`config.mk`:
```
export PLATFORM = sky130hd
export DESIGN_NAME = fpAddSub
export DESIGN_NICKNAME = d
export VERILOG_FILES = /design/src/common/fpAddSubPkg.sv /design/src/source/fpAddSub.sv /design/src/normalize/fpRounder.sv /design/src/normalize/fpNormalizer.sv /design/src/source/fpMantissaAdder.sv /design/src/align/fpAlignShift.sv /design/src/align/fpOperandSwap.sv
export VERILOG_INCLUDE_DIRS = /design/src /design/src/common
export SDC_FILE = /design/constraint.sdc
export NUM_CORES = 1
export LEC_CHECK = 0
export ABC_AREA = 1
export BUFFER_PORTS_ARGS = -buffer_cell sky130_fd_sc_hd__buf_2
export CORE_MARGIN = 4
export CORE_UTILIZATION = 66
export CTS_BUF_LIST = sky130_fd_sc_hd__clkbuf_4 sky130_fd_sc_hd__clkbuf_8 sky130_fd_sc_hd__clkbuf_16
export CTS_CLUSTER_DIAMETER = 60
export DETAILED_ROUTE_END_ITERATION = 8
export GPL_TIMING_DRIVEN = 1
export HOLD_SLACK_MARGIN = 0.02
export PLACE_DENSITY = 0.86
export SLEW_MARGIN = 20
export SYNTH_ARGS = -nofsm -noshare
export SYNTH_HDL_FRONTEND = slang
export SYNTH_HIERARCHICAL = 1
export SYNTH_SLANG_ARGS = --single-unit
```
`constraint.sdc`:
```
create_clock -name clk -period 5 [get_ports clk]
set_input_delay 0.25 -clock clk [delete_from_list [all_inputs] [get_ports clk]]
set_output_delay 0.25 -clock clk [all_outputs]
set_load 0.02 [all_outputs]
```
`src/common/fpAddSub_config.svh`:
```
`ifndef FPADDSUB_CONFIG_SVH
`define FPADDSUB_CONFIG_SVH

// Half precision field widths
`define FP_EXP_W 5
`define FP_MAN_W 10
`define FP_WIDTH 16

// Significand with hidden one
`define FP_SIG_W 11

// Guard, round and sticky bits below the LSB
`define FP_GRS_W 3

// All-ones exponent, marks Inf and NaN
`define FP_EXP_MAX 31

// Canonical quiet NaN
`define FP_QNAN 16'h7E00

`endif
```
`src/common/fpAddSubPkg.sv`:
```
`include "fpAddSub_config.svh"

package fpAddSubPkg;

	// IEEE half, MSB first
	typedef struct packed {
		logic sign;
		logic [`FP_EXP_W-1:0] exp;
		logic [`FP_MAN_W-1:0] frac;
	} fpHalfT;

	// Exception flags, no divide-by-zero in add/sub
	typedef struct packed {
		logic overflow;
		logic underflow;
		logic invalid;
		logic inexact;
	} fpFlagsT;

	// Swap -> align
	typedef struct packed {
		logic sign;                          // Sign of larger operand
		logic effSub;                        // Magnitudes get subtracted
		logic [`FP_EXP_W-1:0] exp;           // Larger exponent
		logic [`FP_SIG_W-1:0] bigSig;
		logic [`FP_SIG_W-1:0] smallSig;
		logic [`FP_EXP_W-1:0] shift;         // Saturated alignment shift
		logic special;                       // Inf or NaN seen
	} swapStageT;

	// Align -> add
	typedef struct packed {
		logic sign;
		logic effSub;
		logic [`FP_EXP_W-1:0] exp;
		logic [`FP_SIG_W-1:0] bigSig;
		logic [`FP_SIG_W+`FP_GRS_W-1:0] smallExt;   // Shifted, with G R S
		logic special;
	} alignStageT;

	// Add -> normalize
	typedef struct packed {
		logic sign;
		logic [`FP_EXP_W-1:0] exp;
		logic [`FP_SIG_W+`FP_GRS_W:0] sum;   // Top bit is carry out
		logic special;
	} sumStageT;

	// Normalize -> round
	typedef struct packed {
		logic sign;
		logic signed [`FP_EXP_W:0] exp;      // May drop to zero or below
		logic [`FP_SIG_W+`FP_GRS_W-1:0] sig; // Hidden one, fraction, G R S
		logic zero;
		logic special;
	} normStageT;

endpackage

```
`src/source/fpAddSub.sv`:
```
`include "fpAddSub_config.svh"

module fpAddSub (
	input  logic clk,
	input  logic rst,
	input  fpAddSubPkg::fpHalfT a,
	input  fpAddSubPkg::fpHalfT b,
	input  logic sub,                      // 1 gives a - b
	output fpAddSubPkg::fpHalfT result,
	output fpAddSubPkg::fpFlagsT flags
);

	// Payloads between the five registered stages
	fpAddSubPkg::swapStageT swapStage;
	fpAddSubPkg::alignStageT alignStage;
	fpAddSubPkg::sumStageT sumStage;
	fpAddSubPkg::normStageT normStage;

	// Stage 1, classify and order
	fpOperandSwap operandSwap_i (
		.clk(clk),
		.rst(rst),
		.a(a),
		.b(b),
		.sub(sub),
		.swapOut(swapStage)
	);

	// Stage 2, align smaller operand
	fpAlignShift alignShift_i (
		.clk(clk),
		.rst(rst),
		.swapIn(swapStage),
		.alignOut(alignStage)
	);

	// Stage 3
	fpMantissaAdder mantissaAdder_i (
		.clk(clk),
		.rst(rst),
		.alignIn(alignStage),
		.sumOut(sumStage)
	);

	// Stage 4
	fpNormalizer normalizer_i (
		.clk(clk),
		.rst(rst),
		.sumIn(sumStage),
		.normOut(normStage)
	);

	// Stage 5, round and pack
	fpRounder rounder_i (
		.clk(clk),
		.rst(rst),
		.normIn(normStage),
		.result(result),
		.flags(flags)
	);

endmodule

```
`src/normalize/fpRounder.sv`:
```
`include "fpAddSub_config.svh"

module fpRounder (
	input  logic clk,
	input  logic rst,
	input  fpAddSubPkg::normStageT normIn,
	output fpAddSubPkg::fpHalfT result,
	output fpAddSubPkg::fpFlagsT flags
);

	logic guard;
	logic roundBit;
	logic sticky;
	logic roundUp;
	logic [`FP_SIG_W:0] sigRnd;                // Room for rounding carry
	logic signed [`FP_EXP_W+1:0] expRnd;       // Holds max exponent plus one
	logic [`FP_WIDTH-1:0] packedNum;
	fpAddSubPkg::fpHalfT resNext;
	fpAddSubPkg::fpFlagsT flagsNext;

	always_comb begin
		guard = normIn.sig[2];
		roundBit = normIn.sig[1];
		sticky = normIn.sig[0];

		// Nearest, ties to even on fraction LSB
		roundUp = guard & (roundBit | sticky | normIn.sig[`FP_GRS_W]);
		sigRnd = {1'b0, normIn.sig[`FP_SIG_W+`FP_GRS_W-1:`FP_GRS_W]} + roundUp;

		// Carry out of rounding bumps the exponent, fraction is then zero
		expRnd = normIn.exp + $signed({1'b0, sigRnd[`FP_SIG_W]});

		packedNum = {normIn.sign, expRnd[`FP_EXP_W-1:0], sigRnd[`FP_MAN_W-1:0]};

		flagsNext = '0;
		if (normIn.special) begin
			resNext = `FP_QNAN;                    // Any Inf or NaN input
			flagsNext.invalid = 1'b1;
		end else if (normIn.zero) begin
			resNext = '0;                          // Cancellation gives +0
		end else if (expRnd >= `FP_EXP_MAX) begin
			resNext.sign = normIn.sign;            // Signed infinity
			resNext.exp = '1;
			resNext.frac = '0;
			flagsNext.overflow = 1'b1;
			flagsNext.inexact = 1'b1;
		end else if (expRnd <= 0) begin
			resNext.sign = normIn.sign;            // Flush to signed zero
			resNext.exp = '0;
			resNext.frac = '0;
			flagsNext.underflow = 1'b1;
			flagsNext.inexact = 1'b1;
		end else begin
			resNext = packedNum;
			flagsNext.inexact = guard | roundBit | sticky;
		end
	end

	always_ff @(posedge clk) begin
		if (rst) begin
			result <= '0;
			flags <= '0;
		end else begin
			result <= resNext;
			flags <= flagsNext;
		end
	end

endmodule

```
`src/normalize/fpNormalizer.sv`:
```
`include "fpAddSub_config.svh"

module fpNormalizer (
	input  logic clk,
	input  logic rst,
	input  fpAddSubPkg::sumStageT sumIn,
	output fpAddSubPkg::normStageT normOut
);

	localparam int ExtW = `FP_SIG_W + `FP_GRS_W;   // Sum without carry
	localparam int LzW = $clog2(ExtW);

	logic carry;
	logic [ExtW-1:0] body;
	logic [LzW-1:0] lz;                    // Leading zeros of body
	fpAddSubPkg::normStageT normNext;

	always_comb begin
		carry = sumIn.sum[ExtW];
		body = sumIn.sum[ExtW-1:0];

		// Highest set bit wins, it is visited last
		lz = '0;
		for (int i = 0; i < ExtW; i++) begin
			if (body[i])
				lz = LzW'(ExtW - 1 - i);
		end

		if (carry) begin
			// One right, lost bit joins sticky
			normNext.sig = {sumIn.sum[ExtW:2], |sumIn.sum[1:0]};
			normNext.exp = {1'b0, sumIn.exp} + 1'b1;
		end else begin
			normNext.sig = body << lz;
			normNext.exp = {1'b0, sumIn.exp} - {{(`FP_EXP_W+1-LzW){1'b0}}, lz};   // Can go <= 0
		end

		normNext.zero = ~|sumIn.sum;           // Exact cancellation
		normNext.sign = sumIn.sign;
		normNext.special = sumIn.special;
	end

	always_ff @(posedge clk) begin
		if (rst) begin
			normOut <= '0;
			normOut.zero <= 1'b1;              // Empty slot rounds to +0 with no flags
		end else begin
			normOut <= normNext;
		end
	end

endmodule

```
`src/source/fpMantissaAdder.sv`:
```
`include "fpAddSub_config.svh"

module fpMantissaAdder (
	input  logic clk,
	input  logic rst,
	input  fpAddSubPkg::alignStageT alignIn,
	output fpAddSubPkg::sumStageT sumOut
);

	logic [`FP_SIG_W+`FP_GRS_W:0] bigExt;     // Zero G R S, extra carry bit
	logic [`FP_SIG_W+`FP_GRS_W:0] smallExt;
	fpAddSubPkg::sumStageT sumNext;

	always_comb begin
		bigExt = {1'b0, alignIn.bigSig, `FP_GRS_W'(0)};
		smallExt = {1'b0, alignIn.smallExt};

		// Larger first, so the difference stays positive
		if (alignIn.effSub)
			sumNext.sum = bigExt - smallExt;
		else
			sumNext.sum = bigExt + smallExt;   // May carry into top bit

		sumNext.sign = alignIn.sign;
		sumNext.exp = alignIn.exp;
		sumNext.special = alignIn.special;
	end

	always_ff @(posedge clk) begin
		if (rst)
			sumOut <= '0;
		else
			sumOut <= sumNext;
	end

endmodule

```
`src/align/fpAlignShift.sv`:
```
`include "fpAddSub_config.svh"

module fpAlignShift (
	input  logic clk,
	input  logic rst,
	input  fpAddSubPkg::swapStageT swapIn,
	output fpAddSubPkg::alignStageT alignOut
);

	// Significand plus guard and round
	localparam int GrW = `FP_SIG_W + `FP_GRS_W - 1;

	logic [GrW-1:0] smallGr;
	logic [2*GrW-1:0] wide;      // Lower half catches shifted-out bits
	fpAddSubPkg::alignStageT alignNext;

	always_comb begin
		smallGr = {swapIn.smallSig, 2'b00};
		wide = {smallGr, {GrW{1'b0}}} >> swapIn.shift;

		// Anything past round folds into sticky
		alignNext.smallExt = {wide[2*GrW-1:GrW], |wide[GrW-1:0]};

		alignNext.sign = swapIn.sign;
		alignNext.effSub = swapIn.effSub;
		alignNext.exp = swapIn.exp;
		alignNext.bigSig = swapIn.bigSig;
		alignNext.special = swapIn.special;
	end

	always_ff @(posedge clk) begin
		if (rst)
			alignOut <= '0;
		else
			alignOut <= alignNext;
	end

endmodule

```
`src/align/fpOperandSwap.sv`:
```
`include "fpAddSub_config.svh"

module fpOperandSwap (
	input  logic clk,
	input  logic rst,
	input  fpAddSubPkg::fpHalfT a,
	input  fpAddSubPkg::fpHalfT b,
	input  logic sub,
	output fpAddSubPkg::swapStageT swapOut
);

	logic bSign;                     // Sign of b as it enters the sum
	logic aBigger;                   // |a| >= |b|
	logic [`FP_EXP_W-1:0] expDiff;
	fpAddSubPkg::swapStageT swapNext;

	always_comb begin
		bSign = b.sign ^ sub;
		// Exponent above fraction, so one compare orders magnitudes
		aBigger = {a.exp, a.frac} >= {b.exp, b.frac};

		swapNext.special = (&a.exp) | (&b.exp);   // Inf or NaN on either side
		swapNext.effSub = a.sign ^ bSign;
		swapNext.sign = aBigger ? a.sign : bSign;
		swapNext.exp = aBigger ? a.exp : b.exp;
		swapNext.bigSig = aBigger ? {1'b1, a.frac} : {1'b1, b.frac};
		swapNext.smallSig = aBigger ? {1'b1, b.frac} : {1'b1, a.frac};

		// Never negative after ordering
		expDiff = aBigger ? (a.exp - b.exp) : (b.exp - a.exp);

		// Past this everything lands in sticky
		if (expDiff > `FP_EXP_W'(`FP_SIG_W + `FP_GRS_W))
			swapNext.shift = `FP_EXP_W'(`FP_SIG_W + `FP_GRS_W);
		else
			swapNext.shift = expDiff;
	end

	always_ff @(posedge clk) begin
		if (rst)
			swapOut <= '0;
		else
			swapOut <= swapNext;
	end

endmodule

```
== Yosys cells after proc, flatten, opt, wreduce, memory -nomap -nowiden ==
Index checks and enable logic that the tools add are counted.

* Flip-flop bits (word level): 133
* Bits of input ports: 35
* Output and inout bits: 20
* Logic and storage cells: 94

* Add/sub/neg operators: 8
* Order comparisons: 4
* Shift operators: 2
* Multiplexer cells: 31
* Bitwise logic cells: 8
* Reductions and logical operators: 10

{| class="wikitable"
|+ Operators by type and width
! kind !! number
|-
| two-way mux 15 bit || 5
|-
| two-way mux 4 bit || 15
|-
| right shift 26 x 5 -> 26 bit || 1
|-
| two-way mux 10 bit || 2
|-
| two-way mux 20 bit || 1
|-
| adder 14 x 14 -> 15 bit || 1
|-
| >= comparator 15 bit || 1
|-
| OR reduction 15 bit || 1
|-
| subtractor 14 x 14 -> 15 bit || 1
|-
| left shift 14 x 4 -> 14 bit || 1
|-
| OR reduction 13 bit || 1
|-
| adder 11 x 1 -> 12 bit || 1
|-
| two-way mux 5 bit || 2
|-
| AND reduction 5 bit || 2
|-
| subtractor 5 bit || 2
|-
| adder 6 x 2 -> 7 bit || 1
|-
| >= comparator 7 x 6 -> 1 bit, second input constant || 1
|-
| <= comparator 7 x 1 -> 1 bit, second input constant || 1
|-
| adder 5 x 1 -> 6 bit, second input constant || 1
|-
| two-way mux 1 bit || 6
|-
| subtractor 5 x 4 -> 6 bit || 1
|-
| > comparator 5 x 4 -> 1 bit, second input constant || 1
|-
| bitwise OR 1 bit || 5
|-
| OR reduction 5 bit || 1
|-
| other kinds (6) || 8
|}

== Logic depth before layout (Yosys ltp) ==
Gate-level depths: netlist of the first run.

* Word-level depth: 16
* Gate-level depth with buffers: 28
* Mapped depth without buffers: 28

== Modules after synthesis ==
Netlist of the first run, hierarchy kept.

{| class="wikitable"
|+ Modules (own cells, without submodules)
! module !! instances !! cells an instance !! area an instance (µm²) !! sequential area each (µm²)
|-
| fpOperandSwap || 1 || 250 || 2004.4 || 680.7
|-
| fpMantissaAdder || 1 || 295 || 1861.8 || 440.4
|-
| fpNormalizer || 1 || 275 || 1654.1 || 460.4
|-
| fpAlignShift || 1 || 220 || 1455.1 || 660.6
|-
| fpRounder || 1 || 145 || 1141.1 || 400.4
|}

== Worst setup path after synthesis of the first run ==
No wires, ideal clock.

* Kind: flip-flop to flip-flop
* Start point: reg mantissaAdder_i/sumOut[3] in the netlist's numbering
* End point: reg normalizer_i/normOut[21] in the netlist's numbering
* Setup time: 0.070 ns
* Data arrival time: 2.713 ns
* Required time: 4.930 ns
* Slack: 2.218 ns
* Cell stages (with the launch flop): 21
* Buffers on the path: 1
* Period minus slack after synthesis: 2.782 ns
* Cell sequence: dfxtp_1 > nor2_1 > nor3_1 > o31ai_1 > a21oi_2 > inv_1 > buf_2 > ha_1 > inv_1 > o21ai_0 > a21oi_1 > ha_1 > a21oi_1 > inv_1 > a31oi_1 > nor2_1 > nor2_1 > nor2_1 > nor2_1 > o21ai_0 > a21oi_1

* Word-level cells in the longest chain between the ends: 14

{| class="wikitable"
|+ RTL lines
! element !! RTL line !! source
|-
| start, declared || fpMantissaAdder.sv:7 || <nowiki>output fpAddSubPkg::sumStageT sumOut</nowiki>
|-
| start signal, assigned || fpMantissaAdder.sv:33 || <nowiki>sumOut <= sumNext;</nowiki>
|-
| two-way mux 4 bit (12 in a row) || fpNormalizer.sv:25 || <nowiki>if (body[i])</nowiki>
|-
| subtractor 5 x 4 -> 6 bit || fpNormalizer.sv:35 || <nowiki>normNext.exp = {1'b0, sumIn.exp} - {{(`FP_EXP_W+1-LzW){1'b0}}, lz};</nowiki>
|-
| two-way mux 20 bit || fpNormalizer.sv:29 || <nowiki>if (carry) begin</nowiki>
|-
| end signal, assigned || fpNormalizer.sv:48 || <nowiki>normOut <= normNext;</nowiki>
|-
| end, declared || fpNormalizer.sv:7 || <nowiki>output fpAddSubPkg::normStageT normOut</nowiki>
|}

No other way between the ends.
A chain may end at the register's enable or synchronous reset.

== Worst setup path in the final report of the first run ==
Same ends and word-level chain as after synthesis.

==> impl_table.tex, run 1 <==
\begin{tabular}{lr}
\hline
Metric & Value \\
\hline
\multicolumn{2}{l}{\textbf{STA}} \\
\quad Setup repair after global routing missed its margin & false \\
\quad Max frequency & 285 MHz \\
\quad Min Clock Period, post-route & between 3000 and 4000 ps \\
\quad Setup violations, final & 0 \\
\quad Setup TNS Final & 0 ps \\
\quad Final max-slew violation count & 0 \\
\quad Hold violation total from the final report & 0 \\
\quad Post-route clock period utilization & 70.1\% \\
\quad Worst-Margin Slew & $\sim$730 ps \\
\quad Worst relative slew slack & 51.2\% \\
\quad Largest clock skew in the final design & 8.51 ps \\
\multicolumn{2}{l}{\textbf{Critical path}} \\
\quad Element type at the critical path end & flop \\
\quad Critical-path cell list & nor2\_1 -> nor3\_1 -> o31ai\_1 -> a21oi\_2 -> buf\_4 -> inv\_1 -> ha\_1 -> inv\_1 -> o21ai\_0 -> a21oi\_1 -> ha\_1 -> a21oi\_1 -> inv\_1 -> a31oi\_1 -> nor2\_1 -> nor2\_1 -> nor2\_1 -> nor2\_1 -> o21ai\_0 -> a21oi\_1 \\
\quad Logic depth of the worst setup path including buffers & 20 \\
\quad Delay contributed by the slowest stage of the critical path & 350 ps \\
\quad Worst EP arrival & $\sim$3800 ps \\
\quad Capturing point of the worst reg2reg path & normalizer\_i/normOut[21] \\
\quad Startpoint types & flop \\
\quad Worst reg-to-reg path cell count & 20 \\
\quad Kind of cell adding the most delay to the critical path & compound AO/OA/AOI/OAI gates \\
\quad Maximum fanout along the worst path & 14 \\
\quad Critical Path Slowest Stage Cell & sky130\_fd\_sc\_hd\_\_ha\_1 \\
\quad Critical setup path kind & flop to flop \\
\quad Most numerous cell on the critical path & sky130\_fd\_sc\_hd\_\_nor2\_1 \\
\quad Number of buffer and inverter stages on the critical path & 4 \\
\quad Register-to-register setup slack & $\sim$1500 ps \\
\quad Worst setup path end & normalizer\_i/normOut[21] \\
\quad Worst R2R Start & mantissaAdder\_i/sumOut[3] \\
\quad Start point of the critical path & mantissaAdder\_i/sumOut[3] \\
\quad Data required time at the worst endpoint & 5340 ps \\
\multicolumn{2}{l}{\textbf{Clocking}} \\
\quad TritonCTS clock tree & done \\
\quad CTS Root Buffer Type & sky130\_fd\_sc\_hd\_\_clkbuf\_16 \\
\quad Resized Gates After CTS & 0 \\
\quad Number of H-tree branching levels & 4 \\
\quad Clock sink total & 132 \\
\quad Num CTS Buffers & 17 \\
\quad Setup repair bufs after CTS & 0 \\
\quad Post-CTS Hold Buffers & 0 \\
\quad Register clock-pin slew on the reported worst setup and hold paths & 60 ps \\
\quad Buffer depth of the longest clock path & 2 \\
\quad Clk\_lat worst skew & 410 ps \\
\multicolumn{2}{l}{\textbf{Synthesis}} \\
\quad EDFF count, synth & 0 \\
\quad Post-synth ARST share & 0\% \\
\quad Number of synthesized register bits & $\sim$130 \\
\quad Gate count after technology mapping & 1185 \\
\quad Portion of the post-synthesis area used by sequential elements & 32.6\% \\
\quad Netlist cell types & 50 \\
\quad Synthesized Nets & 1276 \\
\quad Mean instance size in the synthesized netlist & 6.85 um\^{}2 \\
\quad Number of warnings issued by yosys & 6 \\
\quad Leading register cell type out of synthesis & sky130\_fd\_sc\_hd\_\_dfxtp\_1 \\
\quad Post-synthesis instance area & 0.00812 mm\^{}2 \\
\multicolumn{2}{l}{\textbf{Pwr}} \\
\quad Post-layout total power & roughly 0.0037 W \\
\quad Worst vdd ir & approximately 0.00023 V \\
\quad Leakage power & 4.54 nW \\
\quad Power Dens Cells & 414 mW/mm\^{}2 \\
\multicolumn{2}{l}{\textbf{Cells and area}} \\
\quad Layout cells sized above 1 & 13.6\% \\
\quad Post-layout instance count excluding filler cells & 1386 \\
\quad Post-layout nets & 1318 \\
\quad Layout overhead on the synthesized area & 9.73\% \\
\quad Most common cell after layout, fill and taps aside & sky130\_fd\_sc\_hd\_\_nand2\_1 \\
\quad Area of combinational cells with multiple inputs & about 0.0045 mm\^{}2 \\
\quad Inserted Diodes & 0 \\
\quad Combined flip-flop and latch cell area & 0.00264 mm\^{}2 \\
\quad Cell area after layout & between 0.008 and 0.009 mm\^{}2 \\
\quad Total of fill cells in the finished design & about 990 \\
\quad Core occupancy in the finished layout & 74.1\% \\
\quad Highest-count cells in the layout ignoring fill and taps & sky130\_fd\_sc\_hd\_\_nand2\_1, sky130\_fd\_sc\_hd\_\_inv\_1, sky130\_fd\_sc\_hd\_\_dfxtp\_1 \\
\multicolumn{2}{l}{\textbf{Floorplanning}} \\
\quad Width of the chip & 119 um \\
\quad Die extent in y & 119 um \\
\quad Number of placement rows & 40 \\
\quad Die Footprint & 0.0141 mm\^{}2 \\
\quad Initial cell density of the core & 67.6\% \\
\quad IO Count & 55 \\
\quad Core Box Area & 0.0120 mm\^{}2 \\
\multicolumn{2}{l}{\textbf{Place}} \\
\quad Cell area after placement & 0.00835 mm\^{}2 \\
\quad Cell count after placement & 1355 \\
\quad Count of buffers inserted at the top-level ports & 54 \\
\quad HPWL after detailed placement & 13700 um \\
\quad RD Place Congestion & 0.917 \\
\multicolumn{2}{l}{\textbf{Outcome}} \\
\quad Outcome & complete, no violations \\
\multicolumn{2}{l}{\textbf{Hold path}} \\
\quad Worst hold path stage count & 3 \\
\quad Class of the most critical hold timing path & input port to flop \\
\multicolumn{2}{l}{\textbf{GRT}} \\
\quad Vias in the first global route & 6956 \\
\quad Aggregate global-route resource usage & 26.5\% \\
\quad Largest net degree at the start of global routing & 38 \\
\quad Wire length of the first global-routing pass & 31300 um \\
\quad Global-route congestion overflow total & 0 \\
\quad Number of antenna violations at the first check in global routing & 0 \\
\multicolumn{2}{l}{\textbf{Routing}} \\
\quad Average routed wire per standard cell & 13.1 um \\
\quad \# DRC & 0 \\
\quad Mean number of vias per cell & 5.40 \\
\quad ANT nets after route & 0 \\
\quad Number of iterations in the first detailed-routing pass & 6 \\
\quad Detailed Route Iter0 Violations & 666 \\
\quad Via count & 7480 \\
\quad Detailed-route wire length & 18100 um \\
\multicolumn{2}{l}{\textbf{Run}} \\
\quad Max capacitance violation total & 0 \\
\hline
\end{tabular}
-- synth_stat cells (4+ instances only) --
master | instances | area (um^2)
sky130_fd_sc_hd__inv_2 | 10 | 37.5
sky130_fd_sc_hd__buf_6 | 8 | 90.1
sky130_fd_sc_hd__nor2_2 | 8 | 50.1
sky130_fd_sc_hd__nor2_1 | 131 | 492
sky130_fd_sc_hd__fa_1 | 4 | 80.1
sky130_fd_sc_hd__o211ai_1 | 5 | 37.5
sky130_fd_sc_hd__buf_2 | 8 | 40.0
sky130_fd_sc_hd__nand3_2 | 6 | 60.1
sky130_fd_sc_hd__xor2_1 | 11 | 96.3
sky130_fd_sc_hd__xnor2_1 | 4 | 35.0
sky130_fd_sc_hd__nor3_1 | 12 | 60.1
sky130_fd_sc_hd__o21ai_1 | 15 | 75.1
sky130_fd_sc_hd__buf_4 | 5 | 37.5
sky130_fd_sc_hd__ha_1 | 52 | 651
sky130_fd_sc_hd__a21oi_2 | 14 | 123
sky130_fd_sc_hd__nand2_2 | 13 | 81.3
sky130_fd_sc_hd__nor3_2 | 10 | 100
sky130_fd_sc_hd__dfxtp_1 | 132 | 2640
sky130_fd_sc_hd__o21ai_0 | 39 | 195
sky130_fd_sc_hd__nand3_1 | 107 | 536
sky130_fd_sc_hd__clkbuf_1 | 8 | 30.0
sky130_fd_sc_hd__a21oi_1 | 67 | 335
sky130_fd_sc_hd__nand4_1 | 9 | 56.3
sky130_fd_sc_hd__nand2_4 | 7 | 78.8
sky130_fd_sc_hd__nand2_1 | 277 | 1040
sky130_fd_sc_hd__inv_1 | 183 | 687
-- worst reg2reg max path, stage by stage (launching register included) --
cell and delay, ps:
sky130_fd_sc_hd__dfxtp_1 340, sky130_fd_sc_hd__nor2_1 200, sky130_fd_sc_hd__nor3_1 80, sky130_fd_sc_hd__o31ai_1 250, sky130_fd_sc_hd__a21oi_2 80, sky130_fd_sc_hd__buf_4 190
sky130_fd_sc_hd__inv_1 300, sky130_fd_sc_hd__ha_1 210, sky130_fd_sc_hd__inv_1 50, sky130_fd_sc_hd__o21ai_0 230, sky130_fd_sc_hd__a21oi_1 80, sky130_fd_sc_hd__ha_1 350
sky130_fd_sc_hd__a21oi_1 190, sky130_fd_sc_hd__inv_1 60, sky130_fd_sc_hd__a31oi_1 280, sky130_fd_sc_hd__nor2_1 80, sky130_fd_sc_hd__nor2_1 100, sky130_fd_sc_hd__nor2_1 50
sky130_fd_sc_hd__nor2_1 130, sky130_fd_sc_hd__o21ai_0 100, sky130_fd_sc_hd__a21oi_1 110
-- layout make-up --
type	count	share of cell area (%)
Sequential cell	132	29.7
Clock inverter	12	1.21
Clock buffer	19	5.02
Tap cell	147	2.07
Multi-Input combinational cell	824	50.4
Inverter	196	8.44
Timing Repair Buffer	56	3.20
-- per-layer routing --
| metal | global-route usage, % | vias up | wire [um] |
|---|---|---|---|
| met5 | 0 | - | 0 |
| met4 | 8.91 | 0 | 342 |
| met3 | 4.23 | 31 | 960 |
| met2 | 45.4 | 280 | 8830 |
| met1 | 34.1 | 3342 | 7990 |
| li1 | - | 3827 | - |
-- metrics by stage --
step / setup slack, ps / hold WS [ps]
finish: 1500 / 122
global route: 1100 / 114
CTS: 1590 / 105
detailed placement: 1710 / 393
global placement: 1800 / 389
floorplan: 2220 / 319
-- kinds of logic after synthesis --
logic type,Yosys count,synth area share [%]
AO/OA/AOI/OAI,160,11.3
XOR/XNOR,15,1.62
adder cells (fa/ha/maj),56,9.00
buffers and inverters,229,12.1
flip-flops,132,32.6
other,1,0.0462
AND/OR/NAND/NOR,592,33.4
-- power breakdown --
group / leakage (nW) / internal, W / switching [W]
clock: 0.257 / 0.000697 / 0.000449
combinational: 3.20 / 0.000416 / 0.000835
sequential: 1.09 / 0.00118 / 0.000104
total: 4.54 / 0.00230 / 0.00139
-- sequential cells by signal, summed over array words and instances (netlist names) --
register and count:
alignShift_i/alignOut 33, mantissaAdder_i/sumOut 22, rounder_i/flags 4, normalizer_i/normOut 23
operandSwap_i/swapOut 34, rounder_i/result 16
-- worst min-delay path by stage --
stage | to | slack [ps] | startpoint
after floorplan | operandSwap_i/swapOut[2] | 320 | rst
after global placement | mantissaAdder_i/sumOut[18] | 390 | alignShift_i/alignOut[28]
after detailed placement | alignShift_i/alignOut[15] | 390 | operandSwap_i/swapOut[17]
after CTS | operandSwap_i/swapOut[10] | 100 | b[4]
after global routing | operandSwap_i/swapOut[10] | 110 | b[4]
final | operandSwap_i/swapOut[0] | 120 | a[14]
No activity file was read; power rests on OpenSTA's default activity.
==> run 2, diff against run 1 <==
--- a/config.mk
+++ b/config.mk
@@ -6,16 +6,16 @@
 export SDC_FILE = /design/constraint.sdc
 export NUM_CORES = 1
 export LEC_CHECK = 0
-export ABC_AREA = 1
+export ABC_AREA = 0
 export BUFFER_PORTS_ARGS = -buffer_cell sky130_fd_sc_hd__buf_2
 export CORE_MARGIN = 4
-export CORE_UTILIZATION = 66
+export CORE_UTILIZATION = 55
 export CTS_BUF_LIST = sky130_fd_sc_hd__clkbuf_4 sky130_fd_sc_hd__clkbuf_8 sky130_fd_sc_hd__clkbuf_16
 export CTS_CLUSTER_DIAMETER = 60
 export DETAILED_ROUTE_END_ITERATION = 8
 export GPL_TIMING_DRIVEN = 1
 export HOLD_SLACK_MARGIN = 0.02
-export PLACE_DENSITY = 0.86
+export PLACE_DENSITY = 0.77
 export SLEW_MARGIN = 20
 export SYNTH_ARGS = -nofsm -noshare
 export SYNTH_HDL_FRONTEND = slang
==> constraint.sdc (replaced) <==
create_clock -name clk -period 3.1 [get_ports clk]
set_input_delay 0.155 -clock clk [delete_from_list [all_inputs] [get_ports clk]]
set_output_delay 0.155 -clock clk [all_outputs]
set_load 0.02 [all_outputs]
==> run 2 against run 1 <==
Critical path depth down 9. Combinational power up 45%. Synthesized cell count down 21%. Via count down 7.8%. Flip-flop and latch count unchanged. Cell count down 14%.
==> impl_table.tex, run 2 <==
\begin{tabular}{lr}
\hline
Metric & Value \\
\hline
\multicolumn{2}{l}{\textbf{Cells and area}} \\
\quad Inserted Diodes & 0 (unchanged) \\
\quad Layout cells sized above 1 & 14.7\% (was 13.6\%) \\
\quad Combined flip-flop and latch cell area & 0.00265 mm\^{}2 (was 0.00264 mm\^{}2) \\
\quad Top register by number of flip-flops & operandSwap\_i/swapOut (unchanged) \\
\quad Layout overhead on the synthesized area & 17.2\% (was 9.73\%) \\
\quad Total of fill cells in the finished design & 1103 (was 985) \\
\quad Area of combinational cells with multiple inputs & 0.00467 mm\^{}2 (was 0.00449 mm\^{}2) \\
\quad Top flop regs & operandSwap\_i/swapOut x34, alignShift\_i/alignOut x33, normalizer\_i/normOut x23 (unchanged) \\
\quad Highest-count cells in the layout ignoring fill and taps & sky130\_fd\_sc\_hd\_\_nor2\_1, sky130\_fd\_sc\_hd\_\_dfxtp\_1, sky130\_fd\_sc\_hd\_\_a21oi\_1 (was sky130\_fd\_sc\_hd\_\_nand2\_1, sky130\_fd\_sc\_hd\_\_inv\_1, sky130\_fd\_sc\_hd\_\_dfxtp\_1) \\
\quad Flip-flop count of the largest register after layout & 34 (unchanged) \\
\quad Cell area after layout & 0.00909 mm\^{}2 (was 0.00891 mm\^{}2) \\
\quad Post-layout nets & 1093 (was 1318) \\
\quad Most common cell after layout, fill and taps aside & sky130\_fd\_sc\_hd\_\_nor2\_1 (was sky130\_fd\_sc\_hd\_\_nand2\_1) \\
\multicolumn{2}{l}{\textbf{Routing}} \\
\quad Detailed Route Iter0 Violations & 590 (was 666) \\
\quad Number of iterations in the first detailed-routing pass & 7 (was 6) \\
\quad \# DRC & 0 (unchanged) \\
\quad Via count & 6898 (was 7480) \\
\quad Mean number of vias per cell & 5.77 (was 5.40) \\
\quad Detailed-route wire length & 18400 um (was 18100 um) \\
\quad Average routed wire per standard cell & 15.4 um (was 13.1 um) \\
\quad ANT nets after route & 0 (unchanged) \\
\multicolumn{2}{l}{\textbf{Clocking}} \\
\quad CTS Root Buffer Type & sky130\_fd\_sc\_hd\_\_clkbuf\_16 (unchanged) \\
\quad Buffer depth of the longest clock path & 2 (unchanged) \\
\quad Clk\_lat worst skew & 420 ps (was 410 ps) \\
\quad TritonCTS clock tree & done (unchanged) \\
\quad Num CTS Buffers & 17 (unchanged) \\
\quad Register clock-pin slew on the reported worst setup and hold paths & 60 ps (about the same) \\
\quad Clock sink total & 132 (unchanged) \\
\quad Number of H-tree branching levels & 4 (unchanged) \\
\multicolumn{2}{l}{\textbf{STA}} \\
\quad Post-route clock period utilization & 92.5\% (was 70.1\%) \\
\quad Final max-slew violation count & 0 (unchanged) \\
\quad Min Clock Period, post-route & 2870 ps (was 3500 ps) \\
\quad Max frequency & 349 MHz (was 285 MHz) \\
\quad Hold violation total from the final report & 0 (unchanged) \\
\quad Setup TNS Final & 0 ps (unchanged) \\
\quad Largest clock skew in the final design & 8.02 ps (was 8.51 ps) \\
\quad Worst-case hold slack & 24.0 ps (was 122 ps) \\
\quad Worst-Margin Slew & 765 ps (was 729 ps) \\
\quad Worst relative slew slack & 47.7\% (was 51.2\%) \\
\quad Setup violations, final & 0 (unchanged) \\
\quad Setup repair after global routing missed its margin & false (unchanged) \\
\multicolumn{2}{l}{\textbf{Synthesis}} \\
\quad Portion of the post-synthesis area used by sequential elements & 34.0\% (was 32.6\%) \\
\quad EDFF count, synth & 0 (unchanged) \\
\quad Post-synthesis instance area & 0.00776 mm\^{}2 (was 0.00812 mm\^{}2) \\
\quad Fraction of post-synthesis cell area in the top cell type by area & 34.0\% (was 32.6\%) \\
\quad Number of synthesized register bits & 132 (unchanged) \\
\quad Mean instance size in the synthesized netlist & 8.31 um\^{}2 (was 6.85 um\^{}2) \\
\quad Library cell occupying the most area in the post-synthesis netlist & sky130\_fd\_sc\_hd\_\_dfxtp\_1 (unchanged) \\
\quad Synthesized Nets & 1025 (was 1276) \\
\quad Number of warnings issued by yosys & 6 (unchanged) \\
\quad Post-synth ARST share & 0\% (unchanged) \\
\quad Netlist cell types & 88 (was 50) \\
\quad Commonest cells in the synthesized netlist & sky130\_fd\_sc\_hd\_\_dfxtp\_1, sky130\_fd\_sc\_hd\_\_nor2\_1, sky130\_fd\_sc\_hd\_\_a21oi\_1 (was sky130\_fd\_sc\_hd\_\_nand2\_1, sky130\_fd\_sc\_hd\_\_inv\_1, sky130\_fd\_sc\_hd\_\_dfxtp\_1) \\
\quad Leading register cell type out of synthesis & sky130\_fd\_sc\_hd\_\_dfxtp\_1 (unchanged) \\
\quad Synth area leaders & sky130\_fd\_sc\_hd\_\_dfxtp\_1, sky130\_fd\_sc\_hd\_\_ha\_1, sky130\_fd\_sc\_hd\_\_nor2\_1 (was sky130\_fd\_sc\_hd\_\_dfxtp\_1, sky130\_fd\_sc\_hd\_\_nand2\_1, sky130\_fd\_sc\_hd\_\_inv\_1) \\
\quad Gate count after technology mapping & 934 (was 1185) \\
\multicolumn{2}{l}{\textbf{Pwr}} \\
\quad Worst vdd ir & 0.000534 V (was 0.000234 V) \\
\quad Power Dens Cells & 661 mW/mm\^{}2 (was 414 mW/mm\^{}2) \\
\quad Leakage power & 3.94 nW (was 4.54 nW) \\
\multicolumn{2}{l}{\textbf{GRT}} \\
\quad Largest net degree at the start of global routing & 65 (was 38) \\
\quad Aggregate global-route resource usage & 22.9\% (was 26.5\%) \\
\quad Vias in the first global route & 6676 (was 6956) \\
\quad Global-route congestion overflow total & 0 (unchanged) \\
\quad Wire length of the first global-routing pass & 30300 um (was 31300 um) \\
\quad Number of antenna violations at the first check in global routing & 0 (unchanged) \\
\multicolumn{2}{l}{\textbf{Place}} \\
\quad Count of buffers inserted at the top-level ports & 54 (unchanged) \\
\quad HPWL after detailed placement & 12700 um (was 13700 um) \\
\quad Cell area after placement & 0.00816 mm\^{}2 (was 0.00835 mm\^{}2) \\
\quad RD Place Congestion & 0.944 (was 0.917) \\
\multicolumn{2}{l}{\textbf{Floorplanning}} \\
\quad IO Count & 55 (unchanged) \\
\quad Core Box Area & 0.0138 mm\^{}2 (was 0.0120 mm\^{}2) \\
\quad Die Footprint & 0.0161 mm\^{}2 (was 0.0141 mm\^{}2) \\
\quad Initial cell density of the core & 56.1\% (was 67.6\%) \\
\quad Die extent in y & 127 um (was 119 um) \\
\quad Width of the chip & 127 um (was 119 um) \\
\quad Number of placement rows & 43 (was 40) \\
\multicolumn{2}{l}{\textbf{Critical path}} \\
\quad Startpoint types & flop (unchanged) \\
\quad Most numerous cell on the critical path & sky130\_fd\_sc\_hd\_\_and3\_1 (was sky130\_fd\_sc\_hd\_\_nor2\_1) \\
\quad Critical Path Slowest Stage Cell & sky130\_fd\_sc\_hd\_\_a32oi\_2 (was sky130\_fd\_sc\_hd\_\_ha\_1) \\
\quad Critical setup path kind & flop to flop (unchanged) \\
\quad Delay contributed by the slowest stage of the critical path & 380 ps (was 350 ps) \\
\quad Maximum fanout along the worst path & 8 (was 14) \\
\quad Critical-path cell list & and3\_1 -> and4\_1 -> and3\_1 -> and3\_1 -> ha\_1 -> ha\_1 -> xnor2\_1 -> o21ai\_0 -> a32oi\_2 -> nand2\_4 -> nor2\_1 (was nor2\_1 -> nor3\_1 -> o31ai\_1 -> a21oi\_2 -> buf\_4 -> inv\_1 -> ha\_1 -> inv\_1 -> o21ai\_0 -> a21oi\_1 -> ha\_1 -> a21oi\_1 -> inv\_1 -> a31oi\_1 -> nor2\_1 -> nor2\_1 -> nor2\_1 -> nor2\_1 -> o21ai\_0 -> a21oi\_1) \\
\quad Worst EP arrival & 3220 ps (was 3840 ps) \\
\quad Element type at the critical path end & flop (unchanged) \\
\quad Data required time at the worst endpoint & 3460 ps (was 5340 ps) \\
\multicolumn{2}{l}{\textbf{Run}} \\
\quad Max capacitance violation total & 0 (unchanged) \\
\multicolumn{2}{l}{\textbf{Hold path}} \\
\quad Class of the most critical hold timing path & input port to flop (unchanged) \\
\multicolumn{2}{l}{\textbf{Outcome}} \\
\quad Outcome & complete, no violations (unchanged) \\
\hline
\end{tabular}
-- run 2: changes by cell type after synthesis, sizes merged, moves of 13 or more --
cell / change
clkbuf: +25
inv: -138
mux2i: +30
nand2: -249
nand3: -95
nor2b: +45
o21ai: -17
xnor2: +13
-- run 2: cell type report --
cell class	instances	share of cell area, %
multi-input cells	694	51.4
repair buffers	101	7.68
flip-flops and latches	132	29.1
well taps	180	2.48
clock buffers	21	5.08
clock inverters	11	1.93
inverters	56	2.37
-- run 2: metal layers --
metal  wire length [um]  part of all wire, %  global-route usage [%]  vias to the layer above
met3               1140                  6.2                    4.80                       64
met2               9290                   50                    41.4                      289
met1               7350                   40                    25.4                     3123
met5                  0                    0                       0                        -
li1                   -                    -                       -                     3422
met4                660                  3.6                    11.0                        0
-- run 2: worst max-delay path, delay by kind of cell, from the launching register on --
kind            cells  cell delay [ps]
simple gates        6             1090
flops               1              320
xor+xnor            1              340
fa+ha+maj           2              520
compound gates      2              550
-- run 2: cells by family after synthesis --
family / share of synthesized area, %
buffers and inverters: 6.01
other: 0.0483
adder cells (fa/ha/maj): 9.41
flip-flops: 34.0
AO/OA/AOI/OAI: 21.5
multiplexers: 5.22
AND/OR/NAND/NOR: 20.5
XOR/XNOR: 3.27
-- run 2: final timing paths --
kind,start,endpoint,slack (ps),depth (start not counted)
setup / recovery,normalizer_i/normOut[9],rounder_i/result[7],230,11
setup reg to reg,normalizer_i/normOut[9],rounder_i/result[7],230,11
hold reg to reg,alignShift_i/alignOut[28],mantissaAdder_i/sumOut[18],430,1
hold / removal,b[4],operandSwap_i/swapOut[10],20,3
-- run 2: metrics by stage --
stage / util [%] / instances / worst slack, ps / total power (W)
global route: 65.8 / 1195 / 32.3 / 0.00633
floorplan: - / 934 / 8.12 / 0.00340
finish: 65.8 / 1195 / 232 / 0.00601
CTS: 65.4 / 1191 / 71.3 / 0.00598
global placement: 59.0 / 1134 / 231 / 0.00380
detailed placement: 59.0 / 1134 / 168 / 0.00381
-- run 2: repair_timing --
action	in CTS	in global routing
hold buffers	25	0
hold endpoints to repair	18	0
gates resized for setup	0	7
setup buffers	0	4
setup endpoints to repair	0	9
-- run 2: report_power, final --
part	switching [W]	internal, W
logic	0.00103	0.000775
clock network	0.000720	0.00140
registers	0.000201	0.00189
==> run 3, diff against run 2 <==
--- a/config.mk
+++ b/config.mk
@@ -6,7 +6,7 @@
 export SDC_FILE = /design/constraint.sdc
 export NUM_CORES = 1
 export LEC_CHECK = 0
-export ABC_AREA = 0
+export ABC_AREA = 1
 export BUFFER_PORTS_ARGS = -buffer_cell sky130_fd_sc_hd__buf_2
 export CORE_MARGIN = 4
 export CORE_UTILIZATION = 55
@@ -15,7 +15,7 @@
 export DETAILED_ROUTE_END_ITERATION = 8
 export GPL_TIMING_DRIVEN = 1
 export HOLD_SLACK_MARGIN = 0.02
-export PLACE_DENSITY = 0.77
+export PLACE_DENSITY = 0.76
 export SLEW_MARGIN = 20
 export SYNTH_ARGS = -nofsm -noshare
 export SYNTH_HDL_FRONTEND = slang
==> run 3 against run 2 <==
First-iteration DRC count decreased by 7.3%. Wire length shrank 0.79%. Clock skew rose by 1.1 ps. Critical path depth rose by 17. Via count grew 6.8%. Sequential share of layout area shrank 0.35 points. Maximum frequency increased by 3.0%. Global-route usage fell by 0.69 points. Cell count rose by 21%. Worst setup slack improved by 82 ps. Flip-flop and latch count unchanged.
==> impl_table.tex, run 3 (synthesis results as in run 1) <==
\begin{tabular}{lr}
\hline
Metric & Value \\
\hline
\multicolumn{2}{l}{\textbf{Pwr}} \\
\quad Share of total power in combinational logic & 35.1\% (was 30.1\%) \\
\quad Leakage power & 4.65 nW (was 3.94 nW) \\
\quad Clock network fraction of design power & 31.2\% (was 35.2\%) \\
\quad Internal power summed over all cells & 0.00383 W (was 0.00406 W) \\
\quad Reported net switching power & 0.00231 W (was 0.00195 W) \\
\quad Sequential share of power & 33.7\% (was 34.7\%) \\
\quad Power Dens Cells & 668 mW/mm\^{}2 (was 661 mW/mm\^{}2) \\
\quad Worst vdd ir & 0.000542 V (was 0.000534 V) \\
\quad Fraction of power spent switching nets & 37.6\% (was 32.5\%) \\
\multicolumn{2}{l}{\textbf{Place}} \\
\quad Minimum setup slack after placement & 110 ps (was 168 ps) \\
\quad Count of buffers inserted at the top-level ports & 54 (unchanged) \\
\quad HPWL after detailed placement & 13900 um (was 12700 um) \\
\quad RD Place Congestion & 0.901 (was 0.944) \\
\multicolumn{2}{l}{\textbf{GRT}} \\
\quad Aggregate global-route resource usage & 22.2\% (was 22.9\%) \\
\quad Wire length of the first global-routing pass & 30400 um (was 30300 um) \\
\quad Number of antenna violations at the first check in global routing & 0 (unchanged) \\
\quad Largest net degree at the start of global routing & 38 (was 65) \\
\quad Global-route congestion overflow total & 0 (unchanged) \\
\quad Vias in the first global route & 6784 (was 6676) \\
\multicolumn{2}{l}{\textbf{Floorplanning}} \\
\quad Core Box Area & 0.0145 mm\^{}2 (was 0.0138 mm\^{}2) \\
\quad Die Footprint & 0.0168 mm\^{}2 (was 0.0161 mm\^{}2) \\
\quad IO Count & 55 (unchanged) \\
\quad Initial cell density of the core & 56.1\% (about the same) \\
\quad Number of placement rows & 44 (was 43) \\
\quad Die extent in y & 129 um (was 127 um) \\
\quad Width of the chip & 129 um (was 127 um) \\
\multicolumn{2}{l}{\textbf{Routing}} \\
\quad Mean number of vias per cell & 5.10 (was 5.77) \\
\quad Number of iterations in the first detailed-routing pass & 6 (was 7) \\
\quad ANT nets after route & 0 (unchanged) \\
\quad Average routed wire per standard cell & 12.6 um (was 15.4 um) \\
\quad \# DRC & 0 (unchanged) \\
\quad Via count & 7368 (was 6898) \\
\quad Detailed-route wire length & 18300 um (was 18400 um) \\
\quad Detailed Route Iter0 Violations & 547 (was 590) \\
\multicolumn{2}{l}{\textbf{Cells and area}} \\
\quad Core occupancy in the finished layout & 63.5\% (was 65.8\%) \\
\quad Layout cells sized above 1 & 15.2\% (was 14.7\%) \\
\quad Flip-flop count of the largest register after layout & 34 (unchanged) \\
\quad Area of combinational cells with multiple inputs & 0.00453 mm\^{}2 (was 0.00467 mm\^{}2) \\
\quad Total of fill cells in the finished design & 1326 (was 1103) \\
\quad Combined flip-flop and latch cell area & 0.00264 mm\^{}2 (was 0.00265 mm\^{}2) \\
\quad Most common cell after layout, fill and taps aside & sky130\_fd\_sc\_hd\_\_nand2\_1 (was sky130\_fd\_sc\_hd\_\_nor2\_1) \\
\quad Highest-count cells in the layout ignoring fill and taps & sky130\_fd\_sc\_hd\_\_nand2\_1, sky130\_fd\_sc\_hd\_\_inv\_1, sky130\_fd\_sc\_hd\_\_nor2\_1, sky130\_fd\_sc\_hd\_\_dfxtp\_1, sky130\_fd\_sc\_hd\_\_nand3\_1 (was sky130\_fd\_sc\_hd\_\_nor2\_1, sky130\_fd\_sc\_hd\_\_dfxtp\_1, sky130\_fd\_sc\_hd\_\_a21oi\_1) \\
\quad Layout overhead on the synthesized area & 13.3\% (was 17.2\%) \\
\quad Inserted Diodes & 0 (unchanged) \\
\quad Post-layout nets & 1340 (was 1093) \\
\quad Top flop regs & operandSwap\_i/swapOut x34, alignShift\_i/alignOut x33, normalizer\_i/normOut x23 (unchanged) \\
\quad Top register by number of flip-flops & operandSwap\_i/swapOut (unchanged) \\
\multicolumn{2}{l}{\textbf{STA}} \\
\quad Setup violations, final & 0 (unchanged) \\
\quad Largest clock skew in the final design & 9.11 ps (was 8.02 ps) \\
\quad Setup repair after global routing missed its margin & false (unchanged) \\
\quad Hold violation total from the final report & 0 (unchanged) \\
\quad Post-route clock period utilization & 89.9\% (was 92.5\%) \\
\quad Max frequency & 359 MHz (was 349 MHz) \\
\quad Min Clock Period, post-route & 2790 ps (was 2870 ps) \\
\quad Worst Setup Slack, final & 314 ps (was 232 ps) \\
\quad Final max-slew violation count & 0 (unchanged) \\
\quad Worst-case hold slack & 34.6 ps (was 24.0 ps) \\
\quad Setup TNS Final & 0 ps (unchanged) \\
\quad Worst-Margin Slew & 767 ps (was 765 ps) \\
\quad Worst relative slew slack & 48.9\% (was 47.7\%) \\
\multicolumn{2}{l}{\textbf{Critical path}} \\
\quad Critical Path Slowest Stage Cell & sky130\_fd\_sc\_hd\_\_ha\_1 (was sky130\_fd\_sc\_hd\_\_a32oi\_2) \\
\quad Most numerous cell on the critical path & sky130\_fd\_sc\_hd\_\_nand2\_1 (was sky130\_fd\_sc\_hd\_\_and3\_1) \\
\quad Maximum fanout along the worst path & 5 (was 8) \\
\quad Capturing point of the worst reg2reg path & normalizer\_i/normOut[21] (was rounder\_i/result[7]) \\
\quad Critical setup path kind & flop to flop (unchanged) \\
\quad Register-to-register setup slack & 310 ps (was 230 ps) \\
\quad Worst R2R Start & mantissaAdder\_i/sumOut[2] (was normalizer\_i/normOut[9]) \\
\quad Data required time at the worst endpoint & 3450 ps (was 3460 ps) \\
\quad Worst EP arrival & 3140 ps (was 3220 ps) \\
\quad Delay contributed by the slowest stage of the critical path & 340 ps (was 380 ps) \\
\quad Worst reg-to-reg path cell count & 28 (was 11) \\
\quad Startpoint types & flop (unchanged) \\
\quad Element type at the critical path end & flop (unchanged) \\
\multicolumn{2}{l}{\textbf{Hold path}} \\
\quad Hold Startpoint & a[14] (was b[4]) \\
\quad Class of the most critical hold timing path & input port to flop (unchanged) \\
\quad WHS Endpoint & operandSwap\_i/swapOut[0] (was operandSwap\_i/swapOut[10]) \\
\quad Worst hold path stage count & 3 (unchanged) \\
\multicolumn{2}{l}{\textbf{Clocking}} \\
\quad CTS Root Buffer Type & sky130\_fd\_sc\_hd\_\_clkbuf\_16 (unchanged) \\
\quad Buffer depth of the longest clock path & 2 (unchanged) \\
\quad TritonCTS clock tree & done (unchanged) \\
\quad Number of H-tree branching levels & 4 (unchanged) \\
\quad Clock sink total & 132 (unchanged) \\
\quad Register clock-pin slew on the reported worst setup and hold paths & 60 ps (about the same) \\
\quad Num CTS Buffers & 17 (unchanged) \\
\quad Clk\_lat worst skew & 410 ps (was 420 ps) \\
\multicolumn{2}{l}{\textbf{Run}} \\
\quad Max capacitance violation total & 0 (unchanged) \\
\multicolumn{2}{l}{\textbf{Outcome}} \\
\quad Outcome & complete, no violations (unchanged) \\
\hline
\end{tabular}
[run 3: changes by cell type in the layout (fill, tap and decap cells not counted), moves of 11 or more]
cell and delta:
sky130_fd_sc_hd__nand2_1 +227, sky130_fd_sc_hd__inv_1 +126, sky130_fd_sc_hd__nand3_1 +87, sky130_fd_sc_hd__nor2b_1 -44
sky130_fd_sc_hd__mux2i_1 -30, sky130_fd_sc_hd__dlygate4sd3_1 -17, sky130_fd_sc_hd__nand2_2 +14, sky130_fd_sc_hd__o21ai_1 +14
sky130_fd_sc_hd__a21oi_2 +13, sky130_fd_sc_hd__xnor2_1 -13, sky130_fd_sc_hd__a21o_1 -12, sky130_fd_sc_hd__nand2b_1 -12
sky130_fd_sc_hd__inv_2 +11
[run 3: layer usage]
metal | vias up | track usage [%] | part of all wire [%]
li1 | 3872 | - | -
met1 | 3228 | 28.6 | 46
met2 | 231 | 36.9 | 47
met3 | 37 | 3.71 | 5.1
met4 | 0 | 9.41 | 2.4
met5 | - | 0 | 0
[run 3: final cells by class]
type / count / share of cell area (%)
multi-input cells: 825 / 49.3
flip-flops and latches: 132 / 28.7
inverters: 196 / 8.20
repair buffers: 77 / 5.03
clock buffers: 20 / 4.94
well taps: 184 / 2.50
clock inverters: 12 / 1.32
[run 3: how the worst max path moves through the flow]
stage / from / endpoint / cells after the start
floorplan: mantissaAdder_i/sumOut[3] / normalizer_i/normOut[21] / 20
global placement: mantissaAdder_i/sumOut[2] / normalizer_i/normOut[21] / 28
detailed placement: mantissaAdder_i/sumOut[2] / normalizer_i/normOut[21] / 28
CTS: mantissaAdder_i/sumOut[2] / normalizer_i/normOut[21] / 28
global route: mantissaAdder_i/sumOut[2] / normalizer_i/normOut[21] / 28
finish: mantissaAdder_i/sumOut[2] / normalizer_i/normOut[21] / 28
[run 3: what timing repair did]
action | CTS | global route
buffers inserted | 0 | 5
endpoints found under the setup margin | 0 | 3
endpoints found under the hold margin | 9 | 0
gates resized for setup | 0 | 14
hold buffers | 8 | 0
[run 3: stage by stage]
stage	total power (W)	instance area, um^2	instances
floorplan	0.00371	8120	1185
global placement	0.00410	8460	1400
detailed placement	0.00411	8460	1400
CTS	0.00605	9110	1440
global route	0.00657	9200	1446
finish	0.00614	9200	1446
[run 3: power by group through the flow]
stage	logic [W]	registers (W)	clock network [W]
3_5_place_dp	0.00201	0.00210	0
4_1_cts	0.00203	0.00207	0.00195
6_report	0.00216	0.00207	0.00192
2_1_floorplan	0.00163	0.00208	0
5_1_grt	0.00244	0.00210	0.00203
3_3_place_gp	0.00200	0.00210	0
[run 3: critical path: cells and delay by family, from the launching register on]
| family | cells | cell delay (ps) |
|---|---|---|
| buf+inv | 4 | 220 |
| flops | 1 | 330 |
| fa+ha+maj | 2 | 460 |
| compound gates | 6 | 660 |
| simple gates | 16 | 1060 |
